===== src/common/ucode_pkg.sv =====
package ucode_pkg;

   // entry point into the control store, supplied by decode stage 1
   typedef logic [7:0] ucode_addr_t;

   // one control store entry
   // a value field sits next to its select; select high takes the value
   // from the word and select low takes the default decoded from modrm.
   // size selects without a value force 32 bits, mux_seg1 forces ES,
   // mux_seg2 takes the modrm reg field instead of SS
   typedef struct packed {
      // operand size, override by 66 allowed while mux_op_size is low
      logic [1:0] op_size;
      logic       mux_op_size;
      logic       mux_sr1_size;
      logic [1:0] sr2_size;
      logic       mux_sr2_size;
      logic       mux_dr1_size;
      logic       mux_dr2_size;
      // alu function, default is the modrm reg field
      logic [2:0] alu_op;
      logic       mux_alu_op;
      // source registers, defaults are base/rm and reg
      logic [2:0] sr1;
      logic       mux_sr1;
      logic [2:0] sr2;
      logic       mux_sr2;
      // memory strobes, default follows a memory mod
      logic       mem_rd;
      logic       mux_mem_rd;
      logic       dcache_write;
      logic       mux_mem_wr;
      // write-back loads
      logic       ld_gpr1;
      logic       ld_mm;
      // operands AG has to fetch
      logic       sr1_needed;
      logic       seg1_needed;
      logic       mux_seg1_needed;
      logic       mm1_needed;
      logic       is_far_call;
      logic       mux_seg1;
      logic       mux_seg2;
   } ucode_word_t;

endpackage


===== src/common/x86_pkg.sv =====
package x86_pkg;

   // architectural field widths
   typedef logic [2:0] reg_id_t;
   typedef logic [2:0] seg_id_t;
   typedef logic [1:0] size_code_t;
   typedef logic [2:0] alu_op_t;

   // instruction register depth in bytes
   localparam int ir_len_bytes = 16;
   typedef logic [$clog2(ir_len_bytes)-1:0] byte_sel_t;

   // segment register encoding
   localparam seg_id_t seg_es = 3'd0;
   localparam seg_id_t seg_cs = 3'd1;
   localparam seg_id_t seg_ss = 3'd2;
   localparam seg_id_t seg_ds = 3'd3;
   localparam seg_id_t seg_fs = 3'd4;
   localparam seg_id_t seg_gs = 3'd5;

   localparam size_code_t size_8  = 2'd0;
   localparam size_code_t size_16 = 2'd1;
   localparam size_code_t size_32 = 2'd2;
   localparam size_code_t size_64 = 2'd3;

   // alu codes match the reg field of the 80..83 group
   localparam alu_op_t alu_add = 3'd0;
   localparam alu_op_t alu_sub = 3'd5;
   localparam alu_op_t alu_cmp = 3'd7;

   localparam reg_id_t reg_esp = 3'd4;
   localparam reg_id_t reg_ebp = 3'd5;

   typedef struct packed {
      logic [1:0] mod;
      reg_id_t    reg_op;
      reg_id_t    rm;
   } modrm_t;

   typedef struct packed {
      logic [1:0] scale;
      reg_id_t    index;
      reg_id_t    base;
   } sib_t;

   // fields found by decode stage 1, ir byte 0 sits in ir[7:0]
   typedef struct packed {
      logic [ir_len_bytes*8-1:0] ir;
      logic [31:0]               eip;
      logic [15:0]               cs;
      logic [3:0]                instr_length;
      // one-byte opcodes carry 00 in the upper byte
      logic [15:0]               opcode;
      logic                      opcode_size;
      logic                      segment_override;
      logic                      operand_override;
      logic                      modrm_present;
      logic                      sib_present;
      logic                      disp_present;
      logic                      imm_present;
      logic                      offset_present;
      byte_sel_t                 disp_sel;
      byte_sel_t                 imm_sel;
      byte_sel_t                 off_sel;
      size_code_t                disp_size;
      size_code_t                imm_size;
      size_code_t                offset_size;
      seg_id_t                   seg_id;
      modrm_t                    modrm;
      sib_t                      sib;
      ucode_pkg::ucode_addr_t    ucode_addr;
      logic                      valid;
   } d2_in_t;

   // bundle handed to address generation
   typedef struct packed {
      logic [31:0] eip;
      logic [15:0] cs;
      logic [31:0] disp;
      logic [31:0] imm;
      logic [47:0] offset;
      size_code_t  sr1_size;
      size_code_t  sr2_size;
      size_code_t  dr1_size;
      size_code_t  dr2_size;
      size_code_t  mem_size;
      logic        sr1_needed;
      logic        seg1_needed;
      logic        mm1_needed;
      logic        mem_rd;
      logic        mem_wr;
      alu_op_t     alu_op;
      logic        ld_gpr1;
      logic        ld_mm;
      reg_id_t     sr1;
      reg_id_t     sr2;
      reg_id_t     sr3;
      reg_id_t     sr4;
      seg_id_t     seg1;
      seg_id_t     seg2;
      logic        sib_en;
      logic        disp_en;
      logic        base_en;
      logic        mux_seg;
      logic        cmpxchg;
      logic [1:0]  sib_scale;
      logic        valid;
   } d2_out_t;

endpackage


===== src/decode2/decode_stage2.sv =====
`timescale 1ns/1ps

module decode_stage2 #(
   parameter int ir_bytes = 16
) (
   input  x86_pkg::d2_in_t  d2_in,
   output x86_pkg::d2_out_t d2_out
);
   import x86_pkg::*;
   import ucode_pkg::*;

   ucode_word_t cw;
   logic        mod_is_reg;
   logic        mod_is_mem;
   logic        op_0f7f;
   logic        offset_ovr;
   size_code_t  ovr_size;
   size_code_t  op_size;
   reg_id_t     base_reg;
   seg_id_t     seg_sel;
   logic [31:0] disp;
   logic [31:0] imm;
   logic [47:0] offset;

   ucontrol_store u_ucontrol_store (
      .addr        (d2_in.ucode_addr),
      .opcode_size (d2_in.opcode_size),
      .word        (cw)
   );

   field_extract #(
      .ir_bytes (ir_bytes)
   ) u_field_extract (
      .ir          (d2_in.ir),
      .disp_sel    (d2_in.disp_sel),
      .disp_size   (d2_in.disp_size),
      .imm_sel     (d2_in.imm_sel),
      .imm_size    (d2_in.imm_size),
      .off_sel     (d2_in.off_sel),
      .offset_size (d2_in.offset_size),
      .offset_ovr  (offset_ovr),
      .disp        (disp),
      .imm         (imm),
      .offset      (offset)
   );

   seg_select u_seg_select (
      .opcode           (d2_in.opcode),
      .modrm            (d2_in.modrm),
      .sib              (d2_in.sib),
      .modrm_present    (d2_in.modrm_present),
      .sib_present      (d2_in.sib_present),
      .seg_id           (d2_in.seg_id),
      .segment_override (d2_in.segment_override),
      .seg              (seg_sel)
   );

   // register form vs memory form, only meaningful with a modrm byte
   assign mod_is_reg = d2_in.modrm_present && (d2_in.modrm.mod == 2'b11);
   assign mod_is_mem = d2_in.modrm_present && (d2_in.modrm.mod != 2'b11);

   assign op_0f7f = (d2_in.opcode == 16'h0F7F);

   // jmp/call far under 66 carry a 16:16 pointer
   assign offset_ovr = d2_in.operand_override
                       && ((d2_in.opcode == 16'h00EA) || (d2_in.opcode == 16'h009A));

   // 66 prefix drops to 16 bits unless the word pins the size
   assign ovr_size = d2_in.operand_override ? size_16 : size_32;
   assign op_size  = cw.mux_op_size ? cw.op_size : ovr_size;

   // sib base replaces rm when a sib byte follows
   assign base_reg = d2_in.sib_present ? d2_in.sib.base : d2_in.modrm.rm;

   always_comb begin
      d2_out.eip    = d2_in.eip + {28'h0, d2_in.instr_length};
      d2_out.cs     = d2_in.cs;
      d2_out.disp   = d2_in.disp_present ? disp : '0;
      d2_out.imm    = d2_in.imm_present ? imm : '0;
      d2_out.offset = d2_in.offset_present ? offset : '0;

      // memory operand addresses are always 32-bit
      d2_out.sr1_size = (mod_is_mem || cw.mux_sr1_size) ? size_32 : op_size;
      d2_out.sr2_size = cw.mux_sr2_size ? cw.sr2_size : op_size;
      d2_out.dr1_size = cw.mux_dr1_size ? size_32 : op_size;
      d2_out.dr2_size = cw.mux_dr2_size ? size_32 : op_size;
      // far call stores cs:eip, 32 bits under 66
      if (cw.is_far_call) begin
         d2_out.mem_size = d2_in.operand_override ? size_32 : size_64;
      end else begin
         d2_out.mem_size = op_size;
      end

      d2_out.sr1_needed  = cw.sr1_needed || mod_is_mem;
      d2_out.seg1_needed = cw.mux_seg1_needed ? cw.seg1_needed : mod_is_mem;
      // mm source operand only in the register form
      d2_out.mm1_needed  = cw.mm1_needed && mod_is_reg;

      d2_out.mem_rd = cw.mux_mem_rd ? cw.mem_rd : mod_is_mem;
      d2_out.mem_wr = cw.mux_mem_wr ? cw.dcache_write : mod_is_mem;
      d2_out.alu_op = cw.mux_alu_op ? cw.alu_op : d2_in.modrm.reg_op;

      // memory destination writes back through the dcache
      d2_out.ld_gpr1 = cw.ld_gpr1 && !mod_is_mem;
      d2_out.ld_mm   = cw.ld_mm || (mod_is_reg && op_0f7f);

      d2_out.sr1  = cw.mux_sr1 ? cw.sr1 : base_reg;
      d2_out.sr2  = cw.mux_sr2 ? cw.sr2 : d2_in.modrm.reg_op;
      d2_out.sr3  = d2_in.modrm.reg_op;
      d2_out.sr4  = d2_in.sib.index;
      d2_out.seg1 = cw.mux_seg1 ? seg_es : seg_sel;
      d2_out.seg2 = cw.mux_seg2 ? d2_in.modrm.reg_op : seg_ss;

      d2_out.sib_en    = d2_in.sib_present;
      d2_out.disp_en   = d2_in.disp_present;
      // mod 00 rm 101 is disp32 with no base
      d2_out.base_en   = !((d2_in.modrm.mod == 2'b00) && (d2_in.modrm.rm == reg_ebp));
      d2_out.mux_seg   = (d2_in.seg_id == seg_cs);
      // 0fb0 and 0fb1 differ only in bit 0
      d2_out.cmpxchg   = (d2_in.opcode[15:1] == 15'h07D8);
      d2_out.sib_scale = d2_in.sib.scale;
      d2_out.valid     = d2_in.valid;
   end

endmodule


===== src/decode2/field_extract.sv =====
`timescale 1ns/1ps

module field_extract #(
   parameter int ir_bytes = 16
) (
   input  logic [ir_bytes*8-1:0]         ir,
   input  logic [$clog2(ir_bytes)-1:0]   disp_sel,
   input  x86_pkg::size_code_t           disp_size,
   input  logic [$clog2(ir_bytes)-1:0]   imm_sel,
   input  x86_pkg::size_code_t           imm_size,
   input  logic [$clog2(ir_bytes)-1:0]   off_sel,
   input  x86_pkg::size_code_t           offset_size,
   input  logic                          offset_ovr,
   output logic [31:0]                   disp,
   output logic [31:0]                   imm,
   output logic [47:0]                   offset
);
   import x86_pkg::*;

   // ir shifted so that the selected byte lands at bit 0
   logic [ir_bytes*8-1:0] disp_win;
   logic [ir_bytes*8-1:0] imm_win;
   logic [ir_bytes*8-1:0] off_win;

   // byte sign-extends, word zero-extends, dword as is
   function automatic logic [31:0] extend(input logic [31:0] raw, input size_code_t size);
      logic [31:0] res;
      case (size)
         size_8:  res = {{24{raw[7]}}, raw[7:0]};
         size_16: res = {16'h0000, raw[15:0]};
         default: res = raw;
      endcase
      return res;
   endfunction

   // byte positions scale by 8 bits
   assign disp_win = ir >> {disp_sel, 3'b000};
   assign imm_win  = ir >> {imm_sel, 3'b000};
   assign off_win  = ir >> {off_sel, 3'b000};

   // displacement and immediate share the same extension rules
   assign disp = extend(disp_win[31:0], disp_size);
   assign imm  = extend(imm_win[31:0], imm_size);

   // offset field
   // size_64 marks a far pointer, offset bytes first then the selector
   always_comb begin
      case (offset_size)
         size_8: begin
            offset = {40'h0, off_win[7:0]};
         end
         size_16: begin
            offset = {32'h0, off_win[15:0]};
         end
         size_32: begin
            offset = {16'h0, off_win[31:0]};
         end
         default: begin
            // 16:16 pointer under the operand override, selector in the top word
            if (offset_ovr) begin
               offset = {off_win[31:16], 16'h0000, off_win[15:0]};
            end else begin
               offset = off_win[47:0];
            end
         end
      endcase
   end

endmodule


===== src/decode2/seg_select.sv =====
`timescale 1ns/1ps

module seg_select (
   input  logic [15:0]      opcode,
   input  x86_pkg::modrm_t  modrm,
   input  x86_pkg::sib_t    sib,
   input  logic             modrm_present,
   input  logic             sib_present,
   input  x86_pkg::seg_id_t seg_id,
   input  logic             segment_override,
   output x86_pkg::seg_id_t seg
);
   import x86_pkg::*;

   logic    sib_stack;
   logic    modrm_stack;
   logic    pp_legacy;
   logic    pp_ext;
   seg_id_t pp_seg;

   // esp as sib base
   assign sib_stack = sib_present && (sib.base == reg_esp);

   // ebp plus disp8 or disp32
   // mod 00 with rm 101 is a bare disp32 and stays on DS
   assign modrm_stack = modrm_present && (modrm.mod inside {2'b01, 2'b10})
                        && (modrm.rm == reg_ebp);

   // push/pop es cs ss ds: 06 07 0e 16 17 1e 1f
   // 0f is the two-byte escape, not pop cs
   assign pp_legacy = (opcode[15:8] == 8'h00) && (opcode[7:5] == 3'b000)
                      && (opcode[2:1] == 2'b11) && (opcode[7:0] != 8'h0F);

   // push/pop fs at 0f a0/a1, gs at 0f a8/a9
   assign pp_ext = (opcode[15:8] == 8'h0F) && (opcode[7:4] == 4'hA)
                   && (opcode[2:1] == 2'b00);

   // legacy forms carry the segment id directly in bits 4:3
   always_comb begin
      if (pp_ext) begin
         pp_seg = opcode[3] ? seg_gs : seg_fs;
      end else begin
         pp_seg = {1'b0, opcode[4:3]};
      end
   end

   // prefix first, then stack base, then push/pop, else DS
   always_comb begin
      if (segment_override) begin
         seg = seg_id;
      end else if (sib_stack || modrm_stack) begin
         seg = seg_ss;
      end else if (pp_legacy || pp_ext) begin
         seg = pp_seg;
      end else begin
         seg = seg_ds;
      end
   end

endmodule


===== src/decode2/ucontrol_store.sv =====
`timescale 1ns/1ps

module ucontrol_store (
   input  ucode_pkg::ucode_addr_t addr,
   input  logic                   opcode_size,
   output ucode_pkg::ucode_word_t word
);
   import x86_pkg::*;

   // rom lookup, opcode_size picks the 0f half
   // anything not listed reads as zero, a no-op word
   always_comb begin
      word = '0;
      case ({opcode_size, addr})
         // add r/m32, r32; sizes follow 66, strobes follow mod
         {1'b0, 8'h01}: begin
            word.alu_op     = alu_add;
            word.mux_alu_op = 1'b1;
            word.sr1_needed = 1'b1;
            word.ld_gpr1    = 1'b1;
         end
         // mov r32, r/m32, never writes memory
         {1'b0, 8'h8B}: begin
            word.alu_op     = alu_add;
            word.mux_alu_op = 1'b1;
            word.mux_mem_wr = 1'b1;
            word.ld_gpr1    = 1'b1;
         end
         // push r32 and push sreg, esp drops by the operand size
         {1'b0, 8'h50}: begin
            word.alu_op       = alu_sub;
            word.mux_alu_op   = 1'b1;
            word.sr1          = reg_esp;
            word.mux_sr1      = 1'b1;
            word.mux_mem_rd   = 1'b1;
            word.dcache_write = 1'b1;
            word.mux_mem_wr   = 1'b1;
            word.ld_gpr1      = 1'b1;
            word.mux_dr1_size = 1'b1;
            word.sr1_needed   = 1'b1;
            word.mux_seg1_needed = 1'b1;
         end
         // pop r32 and pop sreg
         {1'b0, 8'h58}: begin
            word.alu_op       = alu_add;
            word.mux_alu_op   = 1'b1;
            word.sr1          = reg_esp;
            word.mux_sr1      = 1'b1;
            word.mem_rd       = 1'b1;
            word.mux_mem_rd   = 1'b1;
            word.mux_mem_wr   = 1'b1;
            word.ld_gpr1      = 1'b1;
            word.mux_dr1_size = 1'b1;
            word.sr1_needed   = 1'b1;
            word.mux_seg1_needed = 1'b1;
         end
         // call ptr16:32, cs and eip go onto the stack
         {1'b0, 8'h9A}: begin
            word.alu_op       = alu_sub;
            word.mux_alu_op   = 1'b1;
            word.sr1          = reg_esp;
            word.mux_sr1      = 1'b1;
            word.mux_mem_rd   = 1'b1;
            word.dcache_write = 1'b1;
            word.mux_mem_wr   = 1'b1;
            word.ld_gpr1      = 1'b1;
            word.mux_dr1_size = 1'b1;
            word.sr1_needed   = 1'b1;
            word.seg1_needed  = 1'b1;
            word.mux_seg1_needed = 1'b1;
            word.is_far_call  = 1'b1;
         end
         // cmpxchg r/m32, r32, compare against eax
         {1'b1, 8'hB1}: begin
            word.alu_op     = alu_cmp;
            word.mux_alu_op = 1'b1;
            word.sr1_needed = 1'b1;
            word.ld_gpr1    = 1'b1;
         end
         // movq mm/m64, mm
         {1'b1, 8'h7F}: begin
            word.op_size      = size_64;
            word.mux_op_size  = 1'b1;
            word.sr2_size     = size_64;
            word.mux_sr2_size = 1'b1;
            word.mux_mem_rd   = 1'b1;
            word.mm1_needed   = 1'b1;
         end
         default: begin
            word = '0;
         end
      endcase
   end

endmodule


===== src/logic/d2_ag_latch.sv =====
`timescale 1ns/1ps

module d2_ag_latch (
   input  logic             clk,
   input  logic             rst_n,
   input  logic             stall,
   input  logic             flush,
   input  x86_pkg::d2_out_t d,
   output x86_pkg::d2_out_t q
);

   // flush wins over stall, and only valid and the strobes clear
   // payload fields keep their last value until the next load
   always_ff @(posedge clk) begin
      if (!rst_n || flush) begin
         q.valid   <= 1'b0;
         q.mem_rd  <= 1'b0;
         q.mem_wr  <= 1'b0;
         q.ld_gpr1 <= 1'b0;
         q.ld_mm   <= 1'b0;
      end else if (!stall) begin
         q <= d;
      end
   end

endmodule


===== src/logic/decode2_top.sv =====
`timescale 1ns/1ps

module decode2_top #(
   parameter int ir_bytes = x86_pkg::ir_len_bytes
) (
   input  logic             clk,
   input  logic             rst_n,
   input  logic             stall,
   input  logic             flush,
   input  x86_pkg::d2_in_t  d2_in,
   output x86_pkg::d2_out_t d2_out
);
   import x86_pkg::*;

   // combinational AG bundle ahead of the pipeline register
   d2_out_t d2_comb;

   decode_stage2 #(
      .ir_bytes (ir_bytes)
   ) u_decode_stage2 (
      .d2_in  (d2_in),
      .d2_out (d2_comb)
   );

   d2_ag_latch u_d2_ag_latch (
      .clk   (clk),
      .rst_n (rst_n),
      .stall (stall),
      .flush (flush),
      .d     (d2_comb),
      .q     (d2_out)
   );

endmodule


===== config.mk =====
export PLATFORM = sky130hd
export DESIGN_NAME = decode2_top
export DESIGN_NICKNAME = d
export VERILOG_FILES = /design/src/common/ucode_pkg.sv /design/src/common/x86_pkg.sv /design/src/decode2/decode_stage2.sv /design/src/decode2/field_extract.sv /design/src/decode2/seg_select.sv /design/src/decode2/ucontrol_store.sv /design/src/logic/d2_ag_latch.sv /design/src/logic/decode2_top.sv
export SDC_FILE = /design/constraint.sdc
export NUM_CORES = 1
export LEC_CHECK = 0
export BUFFER_PORTS_ARGS = -buffer_cell sky130_fd_sc_hd__buf_2
export CORE_MARGIN = 2
export CORE_UTILIZATION = 49
export CTS_CLUSTER_SIZE = 20
export DETAILED_ROUTE_END_ITERATION = 10
export MAX_ROUTING_LAYER = met4
export PLACE_DENSITY = 0.74
export SLEW_MARGIN = 20
export SYNTH_ARGS = -nofsm -noshare
export SYNTH_HDL_FRONTEND = slang
export SYNTH_SLANG_ARGS = --single-unit

===== constraint.sdc =====
create_clock -name clk -period 23.9 [get_ports clk]
set_input_delay 3.585 -clock clk [delete_from_list [all_inputs] [get_ports clk]]
set_output_delay 3.585 -clock clk [all_outputs]
set_load 0.03 [all_outputs]

==> flow_summary.toml <==
[outcome]
status = "complete, no violations"

[floorplanning]
boundaryPins = 460
start_util_pct = 49.4
dieArea_mm2 = 0.0425
rows = 74
floorplan.die.height_um = 206
fp.coreArea_mm2 = 0.0406
die_x_um = 206

[routing]
dr.first_iter.drc_count = 2257
wl_um = 72700
post_drt_via_cell_ratio = 6.96
dr.pass1.iters = 6
drt-wirelength-per-cell_um = 28.8
detail-route-antenna-nets = 0
remaining_drc_errors = 0
detailed_route_via_count = 17500

[global_routing]
globalRouteTotalUtil_pct = 34.4
grt_pass1_vias = 16700
grt_max_degree = 84
global_route.overflow_total = 0
number_of_antenna_violations_at_the_first_check_in_global_routing = 14
first_pass_grt_wire_length_um = 105000

[timing]
tightestPinTransition_ns = 1.08
fmaxAchievable_mhz = 156
fin_setup_tns_ns = 0
timing.max_slew.rel_slack_pct = 27.6
setup_slack_ns = 17.47
report.final.slew_viol_count = 0
setup-violations-final = 0
final_min_period_over_clock_period_pct = 26.9
hold_viol = 0
grt_setup_unrepaired = "false"
finalWorstPathRequiredPeriod_ns = 6.43
whs_ns = 0.477
timing.clock.skew_ns = 0

[power]
p_per_area_mw_per_mm2 = 49.1
p_leak_nw = 8.44
vdd_ir_drop_max_uv = 49.8

[synthesis]
postSynthAreaPerCell_um2 = 11.9
synthFlopType = "edfxtp_1"
synth_register_bits = 200
postSynth.asyncResetShare_pct = 0
netlist_instances = 1689
synth_sequential_area_ratio_pct = 29.7
syn_std_cell_area_mm2 = 0.0200
synthesis.yosys.warnings = 0
synth_edf_count = 195
synth.distinct_cells = 89

[cells_and_area]
largest_reg_flops = 200
final_cells = 2519
post_route_cells_drive_above_1_share_pct = 40.1
biggestRegsByFlops = "u_d2_ag_latch.q (200)"
syn2layout_area_growth_pct = 12.0
registers.top_by_ff_count = "u_d2_ag_latch.q"
nets = 2220

[place]
routabilityCongestion = 0.955
preCtsSetupSlack_ns = 17.16
io_buffer_count = 456
placed_cells = 2472
dp.final_hpwl_um = 54000

[clocking]
cts_inserted_buffers = 17
tritoncts = "built"
cts_setup_buffers = 0
ctsRootBufferMaster = "clkbuf_16"
cts_hold_buf = 0
h-tree-depth = 4
clkLatencyLatePin_ns = 0.49
clock_tree.buffer_depth = 2
cts_sinks = 200
post_cts.resized_instances = 0
clk_transition_reported_paths_ns = 0.08

[setup_path]
cpMaxStageDelayCell = "nand2_1"
critical_path.max_fanout = 68
critical_path.endpoint_type = "register"
critical_path_arrival_ns = 6.59
cp-start-kind = "primary input"
r2r_slack_ns = 23.08
critPathRequiredTime_ns = 24.06
cp_cell_sequence = "buf_4 -> mux4_1 -> mux2i_1 -> o22ai_1 -> nand2_1 -> o221ai_1"
timing.critical_path.buf_inv = 1
critPathTopFamily = "multiplexers"
cp_slowest_stage_delay_ns = 0.76
worstSetupPathType = "primary input to register"

[worst_hold_path]
holdCritPathClass = "register to register"

[run]
maxCapViolations = 0
## report_power, final
part           total, W  switching, W  leakage [nW]  internal, W
logic          0.000366      0.000216          6.44     0.000150
clock network  0.000322      0.000152         0.307     0.000170
registers      0.000412    0.00000618          1.70     0.000406
## final cells by class
type	count	area (um2)
Timing Repair Buffer	475	2460
Antenna cell	15	37.5
Fill cell	3512	18100
Tap cell	532	666
Clock buffer	18	429
Sequential cell	200	5960
Clock inverter	14	203
Inverter	21	81.3
Multi-Input combinational cell	1244	12600
## cells in the final DEF (no fill, tap or decap), types with 14 or more instances in the layout
| cell type | netlist | final |
|---|---|---|
| buf_2 | 44 | 450 |
| mux4_2 | 213 | 213 |
| edfxtp_1 | 195 | 195 |
| mux2i_1 | 178 | 178 |
| nand2_1 | 111 | 111 |
| nor2_1 | 86 | 85 |
| a21oi_1 | 52 | 52 |
| a211oi_1 | 50 | 50 |
| mux2_2 | 47 | 47 |
| nor2b_1 | 45 | 44 |
| o21ai_0 | 31 | 31 |
| and2_1 | 31 | 31 |
| nand3_1 | 30 | 30 |
| o21ai_1 | 27 | 27 |
| a22oi_1 | 23 | 23 |
| o221ai_1 | 21 | 21 |
| o22ai_1 | 21 | 21 |
| inv_1 | 20 | 20 |
| nor3_1 | 20 | 20 |
| mux4_1 | 20 | 20 |
| buf_4 | 36 | 20 |
| o211ai_1 | 17 | 17 |
| clkbuf_16 | 0 | 17 |
| xor2_1 | 16 | 16 |
| diode_2 | 0 | 15 |
| a221oi_1 | 14 | 14 |
## tightest hold or removal path, stage by stage, from the launching register on
cell and delay [ns]:
dfxtp_1 0.32, nand2_1 0.06, a21oi_1 0.06
## stage by stage
step	utilization [%]	instance area [um2]	total power [W]
2_1_floorplan	-	20000	0.000679
3_3_place_gp	53.6	21700	0.000773
3_5_place_dp	53.6	21700	0.000779
4_1_cts	55.2	22400	0.00110
5_1_grt	55.3	22400	0.00114
6_report	55.3	22400	0.00110
## path summary, 6_finish.rpt
kind	startpoint	endpoint	cells after the start
setup reg to reg	u_d2_ag_latch.q[31]$_SDFFE_PP0N_	u_d2_ag_latch.q[31]$_SDFFE_PP0N_	3
hold / removal	u_d2_ag_latch.q[26]$_SDFFE_PP0N_	u_d2_ag_latch.q[26]$_SDFFE_PP0N_	2
setup / recovery	d2_in[39]	u_d2_ag_latch.q[120]$_SDFFCE_PN0P_	6
hold reg to reg	u_d2_ag_latch.q[26]$_SDFFE_PP0N_	u_d2_ag_latch.q[26]$_SDFFE_PP0N_	2
## cell usage after synthesis, drive strengths merged, types with 7 or more instances
cell type / number / share of area, %
a211oi: 50 / 1.9
o211ai: 17 / 0.64
o21ai: 59 / 1.5
nor2b: 45 / 1.4
nand2b: 12 / 0.37
o21a: 10 / 0.37
and2: 31 / 0.97
edfxtp: 195 / 29
nor3: 22 / 0.60
inv: 21 / 0.41
a22oi: 23 / 0.86
a221o: 7 / 0.35
a22o: 13 / 0.57
mux4: 233 / 27
a21oi: 52 / 1.3
o31ai: 11 / 0.41
nand4: 7 / 0.25
xnor2: 13 / 0.61
nor4: 7 / 0.39
o221ai: 21 / 0.92
and3: 8 / 0.25
buf: 116 / 4.4
xor2: 16 / 0.70
clkbuf: 109 / 2.6
o22ai: 22 / 0.72
nor2: 86 / 1.6
nand2: 111 / 2.1
nand3: 31 / 0.80
a221oi: 14 / 0.61
mux2i: 178 / 8.9
mux2: 57 / 3.2
## routing by layer
layer	global-route usage, %	share of wire [%]
met1	40.2	35
met2	55.3	48
met3	10.0	12
met4	15.2	4.9
met5	-	0
## logic make-up (layout without fill, tap and decap cells)
family	after synthesis	count (layout)	share of synthesized area (%)
other cells	2	18	0.0375
buf+inv	246	528	7.46
flops	200	200	29.7
simple gates	399	399	10.5
fa+ha+maj	7	7	0.475
xor+xnor	29	29	1.31
compound gates	338	338	11.8
mux	468	468	38.7
No activity file was read; power rests on OpenSTA's default activity.
